==> src/fpu_ss_pkg.sv <==
// fpu subsystem package with shared widths, operation and state encodings, and field constants
package fpu_ss_pkg;

  // integer or single precision data word
  typedef logic [31:0] word_t;

  // floating-point register index
  typedef logic [4:0] fpr_addr_t;

  // offload transaction id, as handed over by the core
  typedef logic [3:0] xid_t;

  // fclass.s result mask
  typedef logic [9:0] fclass_t;

  // decoded operation of one accepted instruction
  typedef enum logic [2:0] {
    OP_FMV_W_X,
    OP_FMV_X_W,
    OP_FSGNJ,
    OP_FSGNJN,
    OP_FSGNJX,
    OP_FCLASS,
    OP_FLW,
    OP_FSW
  } fp_op_e;

  // controller FSM states
  typedef enum logic [2:0] {
    ST_IDLE,
    ST_EXEC,
    ST_RESULT,
    ST_MEM_REQ,
    ST_MEM_WAIT
  } ctrl_state_e;

  // major opcodes of the F extension forms handled here
  localparam logic [6:0] OPCODE_OP_FP    = 7'b101_0011;
  localparam logic [6:0] OPCODE_LOAD_FP  = 7'b000_0111;
  localparam logic [6:0] OPCODE_STORE_FP = 7'b010_0111;

  // width field of flw and fsw, word only
  localparam logic [2:0] FUNCT3_W = 3'b010;

  // default number of buffered instructions
  localparam int unsigned FIFO_DEPTH_DEFAULT = 4;

endpackage

==> src/fpu_ss_offload_if.sv <==
// offload interface carrying one decoded instruction with a valid/ready handshake
`timescale 1ns/10ps

interface fpu_ss_offload_if;
  import fpu_ss_pkg::*;

  logic      valid;
  logic      ready;
  fp_op_e    op;
  fpr_addr_t rd;
  fpr_addr_t rs1;
  fpr_addr_t rs2;
  // integer rs1 value from the core
  word_t     int_op;
  // sign-extended load or store immediate
  word_t     offset;
  xid_t      id;

  modport source(output valid, op, rd, rs1, rs2, int_op, offset, id, input ready);
  modport sink(input valid, op, rd, rs1, rs2, int_op, offset, id, output ready);

endinterface

==> src/fpu_ss.sv <==
// fpu subsystem top level that offloads F-extension bit-manipulation and load/store instructions
`timescale 1ns/10ps

module fpu_ss #(
  parameter int unsigned FIFO_DEPTH = fpu_ss_pkg::FIFO_DEPTH_DEFAULT
) (
  input  logic                  clk_i,
  input  logic                  rst_ni,
  // issue port
  input  logic                  x_issue_valid_i,
  output logic                  x_issue_ready_o,
  input  fpu_ss_pkg::word_t     x_issue_instr_i,
  input  fpu_ss_pkg::word_t     x_issue_rs1_i,
  input  logic                  x_issue_rs1_valid_i,
  input  fpu_ss_pkg::xid_t      x_issue_id_i,
  output logic                  x_issue_accept_o,
  output logic                  x_issue_writeback_o,
  output logic                  x_issue_loadstore_o,
  // memory request and result
  output logic                  x_mem_valid_o,
  input  logic                  x_mem_ready_i,
  output fpu_ss_pkg::word_t     x_mem_addr_o,
  output logic                  x_mem_we_o,
  output fpu_ss_pkg::word_t     x_mem_wdata_o,
  output fpu_ss_pkg::xid_t      x_mem_id_o,
  input  logic                  x_mem_result_valid_i,
  input  fpu_ss_pkg::word_t     x_mem_result_rdata_i,
  // integer result
  output logic                  x_result_valid_o,
  input  logic                  x_result_ready_i,
  output fpu_ss_pkg::word_t     x_result_data_o,
  output fpu_ss_pkg::fpr_addr_t x_result_rd_o,
  output fpu_ss_pkg::xid_t      x_result_id_o
);
  import fpu_ss_pkg::*;

  fpr_addr_t rf_raddr_a;
  fpr_addr_t rf_raddr_b;
  fpr_addr_t rf_waddr;
  word_t     rf_rdata_a;
  word_t     rf_rdata_b;
  logic      rf_we;
  word_t     rf_wdata;
  logic      bitops_en;
  word_t     bitops_result;

  // decoder to buffer, buffer to controller
  fpu_ss_offload_if push_if ();
  fpu_ss_offload_if pop_if ();

  fpu_ss_issue_decoder i_issue_decoder (
    .x_issue_valid_i     (x_issue_valid_i),
    .x_issue_rs1_valid_i (x_issue_rs1_valid_i),
    .x_issue_instr_i     (x_issue_instr_i),
    .x_issue_rs1_i       (x_issue_rs1_i),
    .x_issue_id_i        (x_issue_id_i),
    .x_issue_ready_o     (x_issue_ready_o),
    .x_issue_accept_o    (x_issue_accept_o),
    .x_issue_writeback_o (x_issue_writeback_o),
    .x_issue_loadstore_o (x_issue_loadstore_o),
    .push_if             (push_if.source)
  );

  fpu_ss_issue_fifo #(
    .FIFO_DEPTH (FIFO_DEPTH)
  ) i_issue_fifo (
    .clk_i   (clk_i),
    .rst_ni  (rst_ni),
    .push_if (push_if.sink),
    .pop_if  (pop_if.source)
  );

  fpu_ss_regfile i_regfile (
    .clk_i     (clk_i),
    .rst_ni    (rst_ni),
    .raddr_a_i (rf_raddr_a),
    .raddr_b_i (rf_raddr_b),
    .rdata_a_o (rf_rdata_a),
    .rdata_b_o (rf_rdata_b),
    .waddr_i   (rf_waddr),
    .we_i      (rf_we),
    .wdata_i   (rf_wdata)
  );

  // bitops reads the buffer head directly, it registers on the pop
  fpu_ss_bitops i_bitops (
    .clk_i    (clk_i),
    .rst_ni   (rst_ni),
    .en_i     (bitops_en),
    .op_i     (pop_if.op),
    .a_i      (rf_rdata_a),
    .b_i      (rf_rdata_b),
    .int_i    (pop_if.int_op),
    .result_o (bitops_result)
  );

  fpu_ss_controller i_controller (
    .clk_i                (clk_i),
    .rst_ni               (rst_ni),
    .pop_if               (pop_if.sink),
    .rf_raddr_a_o         (rf_raddr_a),
    .rf_raddr_b_o         (rf_raddr_b),
    .rf_waddr_o           (rf_waddr),
    .rf_rdata_b_i         (rf_rdata_b),
    .rf_we_o              (rf_we),
    .rf_wdata_o           (rf_wdata),
    .bitops_en_o          (bitops_en),
    .bitops_result_i      (bitops_result),
    .x_mem_valid_o        (x_mem_valid_o),
    .x_mem_ready_i        (x_mem_ready_i),
    .x_mem_addr_o         (x_mem_addr_o),
    .x_mem_we_o           (x_mem_we_o),
    .x_mem_wdata_o        (x_mem_wdata_o),
    .x_mem_id_o           (x_mem_id_o),
    .x_mem_result_valid_i (x_mem_result_valid_i),
    .x_mem_result_rdata_i (x_mem_result_rdata_i),
    .x_result_valid_o     (x_result_valid_o),
    .x_result_ready_i     (x_result_ready_i),
    .x_result_data_o      (x_result_data_o),
    .x_result_rd_o        (x_result_rd_o),
    .x_result_id_o        (x_result_id_o)
  );

endmodule

==> src/fpu_ss_bitops.sv <==
// registered bit-manipulation unit for sign injection, fclass and moves
`timescale 1ns/10ps

module fpu_ss_bitops (
  input  logic               clk_i,
  input  logic               rst_ni,
  input  logic               en_i,
  input  fpu_ss_pkg::fp_op_e op_i,
  input  fpu_ss_pkg::word_t  a_i,
  input  fpu_ss_pkg::word_t  b_i,
  input  fpu_ss_pkg::word_t  int_i,
  output fpu_ss_pkg::word_t  result_o
);
  import fpu_ss_pkg::*;

  logic    exp_ones;
  logic    exp_zero;
  logic    man_zero;
  logic    is_nan;
  logic    is_norm;
  fclass_t class_mask;
  word_t   result_d;
  word_t   result_q;

  // single precision field decode of operand a
  assign exp_ones = &a_i[30:23];
  assign exp_zero = ~|a_i[30:23];
  assign man_zero = ~|a_i[22:0];
  assign is_nan   = exp_ones && !man_zero;
  assign is_norm  = !exp_ones && !exp_zero;

  // one-hot class, negative classes in the low half
  assign class_mask[0] = a_i[31] && exp_ones && man_zero;
  assign class_mask[1] = a_i[31] && is_norm;
  assign class_mask[2] = a_i[31] && exp_zero && !man_zero;
  assign class_mask[3] = a_i[31] && exp_zero && man_zero;
  assign class_mask[4] = !a_i[31] && exp_zero && man_zero;
  assign class_mask[5] = !a_i[31] && exp_zero && !man_zero;
  assign class_mask[6] = !a_i[31] && is_norm;
  assign class_mask[7] = !a_i[31] && exp_ones && man_zero;
  // quiet bit is the mantissa msb
  assign class_mask[8] = is_nan && !a_i[22];
  assign class_mask[9] = is_nan && a_i[22];

  always_comb begin
    unique case (op_i)
      OP_FSGNJ:   result_d = {b_i[31], a_i[30:0]};
      OP_FSGNJN:  result_d = {~b_i[31], a_i[30:0]};
      OP_FSGNJX:  result_d = {a_i[31] ^ b_i[31], a_i[30:0]};
      OP_FCLASS:  result_d = {22'b0, class_mask};
      OP_FMV_W_X: result_d = int_i;
      // fmv.x.w passes the raw bits, memory ops leave it unused
      default:    result_d = a_i;
    endcase
  end

  always_ff @(posedge clk_i or negedge rst_ni) begin
    if (!rst_ni) begin
      result_q <= '0;
    end else if (en_i) begin
      result_q <= result_d;
    end
  end

  assign result_o = result_q;

endmodule

==> src/fpu_ss_controller.sv <==
// controller FSM sequencing one instruction at a time through regfile, bitops, memory and result
`timescale 1ns/10ps

module fpu_ss_controller (
  input  logic                  clk_i,
  input  logic                  rst_ni,
  fpu_ss_offload_if.sink        pop_if,
  output fpu_ss_pkg::fpr_addr_t rf_raddr_a_o,
  output fpu_ss_pkg::fpr_addr_t rf_raddr_b_o,
  output fpu_ss_pkg::fpr_addr_t rf_waddr_o,
  input  fpu_ss_pkg::word_t     rf_rdata_b_i,
  output logic                  rf_we_o,
  output fpu_ss_pkg::word_t     rf_wdata_o,
  output logic                  bitops_en_o,
  input  fpu_ss_pkg::word_t     bitops_result_i,
  output logic                  x_mem_valid_o,
  input  logic                  x_mem_ready_i,
  output fpu_ss_pkg::word_t     x_mem_addr_o,
  output logic                  x_mem_we_o,
  output fpu_ss_pkg::word_t     x_mem_wdata_o,
  output fpu_ss_pkg::xid_t      x_mem_id_o,
  input  logic                  x_mem_result_valid_i,
  input  fpu_ss_pkg::word_t     x_mem_result_rdata_i,
  output logic                  x_result_valid_o,
  input  logic                  x_result_ready_i,
  output fpu_ss_pkg::word_t     x_result_data_o,
  output fpu_ss_pkg::fpr_addr_t x_result_rd_o,
  output fpu_ss_pkg::xid_t      x_result_id_o
);
  import fpu_ss_pkg::*;

  ctrl_state_e state_q;
  ctrl_state_e state_d;
  logic        pop;
  // instruction latched at the pop
  fp_op_e      op_q;
  fpr_addr_t   rd_q;
  fpr_addr_t   rs2_q;
  word_t       int_op_q;
  word_t       offset_q;
  xid_t        id_q;
  // payloads held under back-pressure
  word_t       result_q;
  word_t       mem_wdata_q;

  assign pop           = pop_if.valid && pop_if.ready;
  assign pop_if.ready  = (state_q == ST_IDLE);
  // bitops samples the head entry on the pop edge
  assign bitops_en_o   = pop;
  assign rf_raddr_a_o  = pop_if.rs1;
  assign rf_raddr_b_o  = (state_q == ST_IDLE) ? pop_if.rs2 : rs2_q;

  always_comb begin
    state_d = state_q;
    unique case (state_q)
      ST_IDLE: begin
        if (pop_if.valid) begin
          state_d = ST_EXEC;
        end
      end
      ST_EXEC: begin
        unique case (op_q)
          OP_FMV_X_W, OP_FCLASS: state_d = ST_RESULT;
          OP_FLW, OP_FSW:        state_d = ST_MEM_REQ;
          default:               state_d = ST_IDLE;
        endcase
      end
      ST_RESULT: begin
        if (x_result_ready_i) begin
          state_d = ST_IDLE;
        end
      end
      ST_MEM_REQ: begin
        if (x_mem_ready_i) begin
          state_d = ST_MEM_WAIT;
        end
      end
      ST_MEM_WAIT: begin
        if (x_mem_result_valid_i) begin
          state_d = ST_IDLE;
        end
      end
      default: state_d = ST_IDLE;
    endcase
  end

  always_ff @(posedge clk_i or negedge rst_ni) begin
    if (!rst_ni) begin
      state_q <= ST_IDLE;
    end else begin
      state_q <= state_d;
    end
  end

  always_ff @(posedge clk_i) begin
    if (pop) begin
      op_q     <= pop_if.op;
      rd_q     <= pop_if.rd;
      rs2_q    <= pop_if.rs2;
      int_op_q <= pop_if.int_op;
      offset_q <= pop_if.offset;
      id_q     <= pop_if.id;
    end
    // bitops output and store data are both ready during exec
    if (state_q == ST_EXEC) begin
      result_q    <= bitops_result_i;
      mem_wdata_q <= rf_rdata_b_i;
    end
  end

  // register write at the end of exec, or when load data returns
  assign rf_waddr_o = rd_q;
  assign rf_we_o    = ((state_q == ST_EXEC) &&
                       (op_q inside {OP_FSGNJ, OP_FSGNJN, OP_FSGNJX, OP_FMV_W_X})) ||
                      ((state_q == ST_MEM_WAIT) && x_mem_result_valid_i && (op_q == OP_FLW));
  assign rf_wdata_o = (state_q == ST_MEM_WAIT) ? x_mem_result_rdata_i : bitops_result_i;

  // memory request, base plus immediate
  assign x_mem_valid_o = (state_q == ST_MEM_REQ);
  assign x_mem_addr_o  = int_op_q + offset_q;
  assign x_mem_we_o    = (op_q == OP_FSW);
  assign x_mem_wdata_o = mem_wdata_q;
  assign x_mem_id_o    = id_q;

  // integer result back to the core
  assign x_result_valid_o = (state_q == ST_RESULT);
  assign x_result_data_o  = result_q;
  assign x_result_rd_o    = rd_q;
  assign x_result_id_o    = id_q;

  // a stalled result keeps its payload until the core takes it
  a_result_stable: assert property (@(posedge clk_i) disable iff (!rst_ni)
      x_result_valid_o && !x_result_ready_i |=> x_result_valid_o &&
      $stable(x_result_data_o) && $stable(x_result_rd_o) && $stable(x_result_id_o));

endmodule

==> src/fpu_ss_issue_decoder.sv <==
// issue decoder that answers the offload request and pushes accepted instructions
`timescale 1ns/10ps

module fpu_ss_issue_decoder (
  input  logic               x_issue_valid_i,
  input  logic               x_issue_rs1_valid_i,
  input  fpu_ss_pkg::word_t  x_issue_instr_i,
  input  fpu_ss_pkg::word_t  x_issue_rs1_i,
  input  fpu_ss_pkg::xid_t   x_issue_id_i,
  output logic               x_issue_ready_o,
  output logic               x_issue_accept_o,
  output logic               x_issue_writeback_o,
  output logic               x_issue_loadstore_o,
  fpu_ss_offload_if.source   push_if
);
  import fpu_ss_pkg::*;

  // funct7 groups of the OP-FP forms
  localparam logic [6:0] F7_FSGNJ   = 7'b001_0000;
  localparam logic [6:0] F7_FMV_X_W = 7'b111_0000;
  localparam logic [6:0] F7_FMV_W_X = 7'b111_1000;

  logic   supported;
  logic   needs_int;
  logic   rs1_ok;
  fp_op_e op;

  always_comb begin
    supported = 1'b0;
    needs_int = 1'b0;
    op        = OP_FMV_W_X;
    unique case (x_issue_instr_i[6:0])
      OPCODE_OP_FP: begin
        // sign injection picks its flavour by funct3
        if (x_issue_instr_i[31:25] == F7_FSGNJ) begin
          supported = (x_issue_instr_i[14:12] <= 3'b010);
          case (x_issue_instr_i[14:12])
            3'b000:  op = OP_FSGNJ;
            3'b001:  op = OP_FSGNJN;
            default: op = OP_FSGNJX;
          endcase
        end else if (x_issue_instr_i[31:25] == F7_FMV_X_W && x_issue_instr_i[24:20] == '0) begin
          // fmv.x.w and fclass.s share funct7
          supported = (x_issue_instr_i[14:12] <= 3'b001);
          op        = x_issue_instr_i[12] ? OP_FCLASS : OP_FMV_X_W;
        end else if (x_issue_instr_i[31:25] == F7_FMV_W_X && x_issue_instr_i[24:20] == '0) begin
          supported = (x_issue_instr_i[14:12] == 3'b000);
          needs_int = 1'b1;
          op        = OP_FMV_W_X;
        end
      end
      OPCODE_LOAD_FP: begin
        supported = (x_issue_instr_i[14:12] == FUNCT3_W);
        needs_int = 1'b1;
        op        = OP_FLW;
      end
      OPCODE_STORE_FP: begin
        supported = (x_issue_instr_i[14:12] == FUNCT3_W);
        needs_int = 1'b1;
        op        = OP_FSW;
      end
      default: ;
    endcase
  end

  // issue answer, straight from the instruction word
  assign x_issue_accept_o    = supported;
  assign x_issue_writeback_o = supported && (op == OP_FMV_X_W || op == OP_FCLASS);
  assign x_issue_loadstore_o = supported && (op == OP_FLW || op == OP_FSW);

  // an unaccepted word still handshakes but never reaches the buffer
  assign rs1_ok          = !needs_int || x_issue_rs1_valid_i;
  assign x_issue_ready_o = push_if.ready && rs1_ok;
  assign push_if.valid   = x_issue_valid_i && supported && rs1_ok;

  assign push_if.op     = op;
  assign push_if.rd     = x_issue_instr_i[11:7];
  assign push_if.rs1    = x_issue_instr_i[19:15];
  assign push_if.rs2    = x_issue_instr_i[24:20];
  assign push_if.int_op = x_issue_rs1_i;
  assign push_if.id     = x_issue_id_i;
  // S-type immediate for fsw, I-type for everything else
  assign push_if.offset = (x_issue_instr_i[6:0] == OPCODE_STORE_FP) ?
      {{20{x_issue_instr_i[31]}}, x_issue_instr_i[31:25], x_issue_instr_i[11:7]} :
      {{20{x_issue_instr_i[31]}}, x_issue_instr_i[31:20]};

endmodule

==> src/fpu_ss_issue_fifo.sv <==
// in-order issue buffer of decoded instructions with valid/ready on both sides
`timescale 1ns/10ps

module fpu_ss_issue_fifo #(
  parameter int unsigned FIFO_DEPTH = fpu_ss_pkg::FIFO_DEPTH_DEFAULT
) (
  input logic              clk_i,
  input logic              rst_ni,
  fpu_ss_offload_if.sink   push_if,
  fpu_ss_offload_if.source pop_if
);
  import fpu_ss_pkg::*;

  localparam int unsigned PTR_W = (FIFO_DEPTH > 1) ? $clog2(FIFO_DEPTH) : 1;
  localparam int unsigned CNT_W = $clog2(FIFO_DEPTH + 1);

  // entry storage, one array per field
  fp_op_e     op_q     [FIFO_DEPTH];
  fpr_addr_t  rd_q     [FIFO_DEPTH];
  fpr_addr_t  rs1_q    [FIFO_DEPTH];
  fpr_addr_t  rs2_q    [FIFO_DEPTH];
  word_t      int_op_q [FIFO_DEPTH];
  word_t      offset_q [FIFO_DEPTH];
  xid_t       id_q     [FIFO_DEPTH];
  logic [PTR_W-1:0] wptr_q;
  logic [PTR_W-1:0] rptr_q;
  logic [CNT_W-1:0] count_q;
  logic [CNT_W-1:0] count_d;
  logic             full_q;
  logic             push;
  logic             pop;

  // wrap at the depth, which need not be a power of two
  function automatic logic [PTR_W-1:0] ptr_inc(input logic [PTR_W-1:0] ptr);
    ptr_inc = (ptr == PTR_W'(FIFO_DEPTH - 1)) ? '0 : ptr + 1'b1;
  endfunction

  assign push          = push_if.valid && push_if.ready;
  assign pop           = pop_if.valid && pop_if.ready;
  assign count_d       = count_q + CNT_W'(push) - CNT_W'(pop);
  // registered full flag, held high during reset so issue stays closed
  assign push_if.ready = !full_q;
  assign pop_if.valid  = (count_q != '0);

  always_ff @(posedge clk_i or negedge rst_ni) begin
    if (!rst_ni) begin
      wptr_q  <= '0;
      rptr_q  <= '0;
      count_q <= '0;
      full_q  <= 1'b1;
    end else begin
      if (push) begin
        wptr_q <= ptr_inc(wptr_q);
      end
      if (pop) begin
        rptr_q <= ptr_inc(rptr_q);
      end
      count_q <= count_d;
      full_q  <= (count_d == CNT_W'(FIFO_DEPTH));
    end
  end

  always_ff @(posedge clk_i) begin
    if (push) begin
      op_q[wptr_q]     <= push_if.op;
      rd_q[wptr_q]     <= push_if.rd;
      rs1_q[wptr_q]    <= push_if.rs1;
      rs2_q[wptr_q]    <= push_if.rs2;
      int_op_q[wptr_q] <= push_if.int_op;
      offset_q[wptr_q] <= push_if.offset;
      id_q[wptr_q]     <= push_if.id;
    end
  end

  // head entry, registered storage so nothing falls through
  assign pop_if.op     = op_q[rptr_q];
  assign pop_if.rd     = rd_q[rptr_q];
  assign pop_if.rs1    = rs1_q[rptr_q];
  assign pop_if.rs2    = rs2_q[rptr_q];
  assign pop_if.int_op = int_op_q[rptr_q];
  assign pop_if.offset = offset_q[rptr_q];
  assign pop_if.id     = id_q[rptr_q];

  // a full buffer that is not drained takes no new entry
  a_no_push_full: assert property (@(posedge clk_i) disable iff (!rst_ni)
      (count_q == CNT_W'(FIFO_DEPTH)) && !pop |=> $stable(wptr_q) && $stable(count_q));
  // a pop only takes an entry that the pointers still hold
  a_no_pop_empty: assert property (@(posedge clk_i) disable iff (!rst_ni)
      pop |-> (rptr_q != wptr_q) || full_q);

endmodule

==> src/fpu_ss_regfile.sv <==
// floating-point register file, 32 words, two read ports and one write port
`timescale 1ns/10ps

module fpu_ss_regfile (
  input  logic                  clk_i,
  input  logic                  rst_ni,
  input  fpu_ss_pkg::fpr_addr_t raddr_a_i,
  input  fpu_ss_pkg::fpr_addr_t raddr_b_i,
  output fpu_ss_pkg::word_t     rdata_a_o,
  output fpu_ss_pkg::word_t     rdata_b_o,
  input  fpu_ss_pkg::fpr_addr_t waddr_i,
  input  logic                  we_i,
  input  fpu_ss_pkg::word_t     wdata_i
);
  import fpu_ss_pkg::*;

  word_t regs_q [32];

  // all registers start at +0.0
  always_ff @(posedge clk_i or negedge rst_ni) begin
    if (!rst_ni) begin
      for (int i = 0; i < 32; i++) begin
        regs_q[i] <= '0;
      end
    end else if (we_i) begin
      regs_q[waddr_i] <= wdata_i;
    end
  end

  // combinational reads, no bypass of a same-cycle write
  assign rdata_a_o = regs_q[raddr_a_i];
  assign rdata_b_o = regs_q[raddr_b_i];

endmodule

==> config.mk <==
export PLATFORM = sky130hd
export DESIGN_NAME = fpu_ss
export DESIGN_NICKNAME = d
export VERILOG_FILES = /design/src/fpu_ss_pkg.sv /design/src/fpu_ss_offload_if.sv /design/src/fpu_ss.sv /design/src/fpu_ss_bitops.sv /design/src/fpu_ss_controller.sv /design/src/fpu_ss_issue_decoder.sv /design/src/fpu_ss_issue_fifo.sv /design/src/fpu_ss_regfile.sv
export SDC_FILE = /design/constraint.sdc
export NUM_CORES = 2
export LEC_CHECK = 0
export BUFFER_PORTS_ARGS = -buffer_cell sky130_fd_sc_hd__buf_2
export CAP_MARGIN = 20
export CORE_MARGIN = 3
export CORE_UTILIZATION = 60
export CTS_CLUSTER_SIZE = 30
export DETAILED_ROUTE_END_ITERATION = 8
export PLACE_DENSITY = 0.77
export SETUP_SLACK_MARGIN = 0.15
export SYNTH_ARGS = -nofsm -noshare
export SYNTH_HDL_FRONTEND = slang
export SYNTH_SLANG_ARGS = --single-unit
==> constraint.sdc <==
create_clock -name clk_i -period 8.81 [get_ports clk_i]
set_input_delay 1.3215 -clock clk_i [delete_from_list [all_inputs] [get_ports clk_i]]
set_output_delay 1.3215 -clock clk_i [all_outputs]
set_load 0.01 [all_outputs]
==> impl_metrics.ini <==
[logic_synthesis]
seq_area_frac_synth_pct = 52.5
synth-edff-count = 389
syn_inst = 7651
synth_area_mm2 = 0.0731
synth_top_family_by_area = simple AND/OR/NAND/NOR gates
synthArstFlopShare_pct = 73.3
synth_flop_cell = dfrtp_1
synth_adder_area_share_pct = 0.705
synth_compound_area_share_pct = 14.1
yosys.area.top_type = dfrtp_1
synth-xor-area-share_pct = 0.288
synth_area_leaders = dfrtp_1 (37%), edfxtp_1 (16%), nand2_1 (11%)
ys_ff_latch = 1456
synth_area_per_cell_um2 = 9.55
synthDominantCellAreaShare_pct = 36.5
yosys.area_share.simple_pct = 17.3
ys_types = 80
yosys_warnings = 0
syn_nets = 7798
muxShareOfSynthArea_pct = 11.2

[timing]
fin_tns_setup_ns = 0
finalSetupViolCount = 0
min_period_ns = 5.92
fin_worst_hold_slack_ns = 0.487
finClkSkew_ns = 0.0411
worst_pin_slew_ns = 1.29
rsz0062_at_grt = no
finalCritPeriodShare_pct = 67.3
final.setup.worst_slack_ns = 2.89
slew_viol_final = 0
slew_headroom_pct = 13.1
hold_violations = 0
fmax_mhz = 169

[clock_network]
cts_buffer_depth = 3
clk_latency_ns = 0.81
clk_pin_slew_worst_paths_ns = 0.06
numClockSinks = 1456
cts_hold_buf = 0
postCtsSetupBuffers = 0
cts_buffers = 151
cts_resized = 0
cts_tree = done
htreeDepth = 4
cts_root_buffer = clkbuf_16

[power_and_ir_drop]
p_seq_share_pct = 30.9
intPower_mw = 18.8
p_comb_share_pct = 49.8
p_switching_mw = 16.4
total_power_mw = 35.2
swShare_pct = 46.7
cellPowerDensity_mw_per_mm2 = 438
leakagePower_nw = 34.1
pwr-share-clk_pct = 19.3
ir_drop_mv = 1.00

[critical_path]
crit_chain = ha_1, and2_1, a311oi_1, a21oi_1, a21oi_1, a21oi_1, o31ai_1, nand2_1, a21o_1, a311oi_1, buf_2
crit_buf_inv = 1
crit_slowest_cell = edfxtp_1
timing.rr.start = i_issue_fifo.rptr_q[0]
crit_family = compound AO/OA/AOI/OAI gates
cp-startpoint = i_controller.offset_q[30]
crit_type = reg -> out
cp_max_fo = 21
cp.required_ns = 7.49
worst-path-stages = 11
cp-start-kind = flop
critPathMaxStageDelay_ns = 0.92
endpoint_kind = primary output
r2r_cells = 11
cp_data_arrival_time_ns = 4.60
crit_top_cell = a21oi_1

[floorplanning]
io_pins = 223
dieHeight_um = 355
die_w_um = 355
design.core.area_mm2 = 0.120
initial_core_util_pct = 60.7
rows = 127
die_area_mm2 = 0.126

[drt]
drtIter0Drc = 8945
viasPerCell = 6.80
vias = 62681
wl_per_cell_um = 27.2
route.antenna.remaining_nets = 0
dr.pass1.iters = 8
post-route-drc-count = 0
postRouteWirelength_mm = 250

[global_route]
overflow = 0
grt_use_total_pct = 39.1
antenna_found_initial = 9
first_global_vias = 59834
grt_start_max_net_pins = 192
grt_pass1_wl_mm = 372

[placed_design]
pre_cts_slack_ns = 3.18
placed_cells = 8923
place_congestion = 0.942
dpl-instance-area_mm2 = 0.0751
dp_hpwl_mm = 141
port_buffers = 222

[cells_and_area]
final_cells = 9214
drive_gt1_share_pct = 10.7
fin_util_pct = 66.8
syn_to_final_growth_pct = 10.1
fin_area_mm2 = 0.0805
mostFrequentLayoutCell = nand2_1
layout_common_cells = nand2_1 (2151), dfrtp_1 (1064), o21ai_0 (969), mux2i_1 (495), edfxtp_1 (389)
nNetsFinal = 7617

[run_status]
status = completed

[hold_path]
whs_path_depth = 2
min_from = i_regfile.regs_q[258]
min_path_type = reg -> reg

[run]
drv_cap = 0
==> cells in the mapped netlist, types with 27 or more instances <==
library cell	n
inv_1	27
o21ai_0	969
a21oi_1	151
a311oi_1	162
a32oi_1	45
nand2_1	2180
buf_2	79
mux4_2	101
dfrtp_1	1066
nand4_1	29
a211oi_1	75
edfxtp_1	389
a31oi_1	86
nand3_1	339
ha_1	38
a22oi_1	62
nor2_1	197
buf_1	50
clkbuf_1	536
and3_1	139
nor3_1	56
mux2i_1	530
a21o_1	47
==> worst paths after layout <==
check	slack (ns)	endpoint
setup / recovery	2.89	x_mem_addr_o[31]
max in group asynchronous	6.13	i_regfile.regs_q[239]
min in group asynchronous	0.54	i_regfile.regs_q[312]
hold reg to reg	0.49	i_regfile.regs_q[258]
hold / removal	0.49	i_regfile.regs_q[258]
setup reg to reg	2.96	i_bitops.result_o[1]
==> final cells by class <==
class / count / area [µm²]
fill: 9215 / 40000
multi-input combinational: 5491 / 32400
clock buffer: 202 / 4210
timing repair buffer: 343 / 2280
tap: 1612 / 2020
clock inverter: 73 / 1030
antenna: 10 / 25.0
inverter: 27 / 104
sequential: 1456 / 38400
==> layer usage <==
metal	global-route usage (%)	vias up	routed length (µm)
met4	25.4	4	18700
met3	10.6	1085	33200
met5	0.192	-	22
li1	-	26704	-
met2	57.7	4588	108000
met1	51.3	30300	89900
==> sequential cells by signal, summed over array words and instances (netlist names), 16 cells and up <==
signal and flops:
i_issue_fifo.rd_q 20, i_issue_fifo.int_op_q 128, i_controller.int_op_q 32, i_regfile.regs_q 1024, i_issue_fifo.id_q 16, i_bitops.result_o 32
i_controller.x_mem_wdata_o 32, i_issue_fifo.rs1_q 20, i_issue_fifo.offset_q 48, i_controller.x_result_data_o 32, i_issue_fifo.rs2_q 20
==> worst min-delay path: stages, from the launching register on <==
cell and delay [ns]:
dfrtp_1 0.34, nand2_1 0.05, o21ai_0 0.06
==> logic make-up after synthesis <==
kind of cell,count (synthesis)
AOI/OAI and AO/OA,1715
xor gates and xnor gates,24
adders and majority gates,40
buffers and inverters,704
DFF,1456
muxes,668
and+or+nand+nor,3044
==> power groups by stage <==
stage	Clock, mW	Sequential, mW	Combinational, mW
2_1_floorplan	0	10.4	11.3
3_3_place_gp	0	10.8	16.3
3_5_place_dp	0	10.9	16.7
4_1_cts	6.82	10.8	16.8
5_1_grt	7.10	11.1	18.4
6_report	6.81	10.9	17.5
Note: power is estimated with default switching activity, not from simulation.
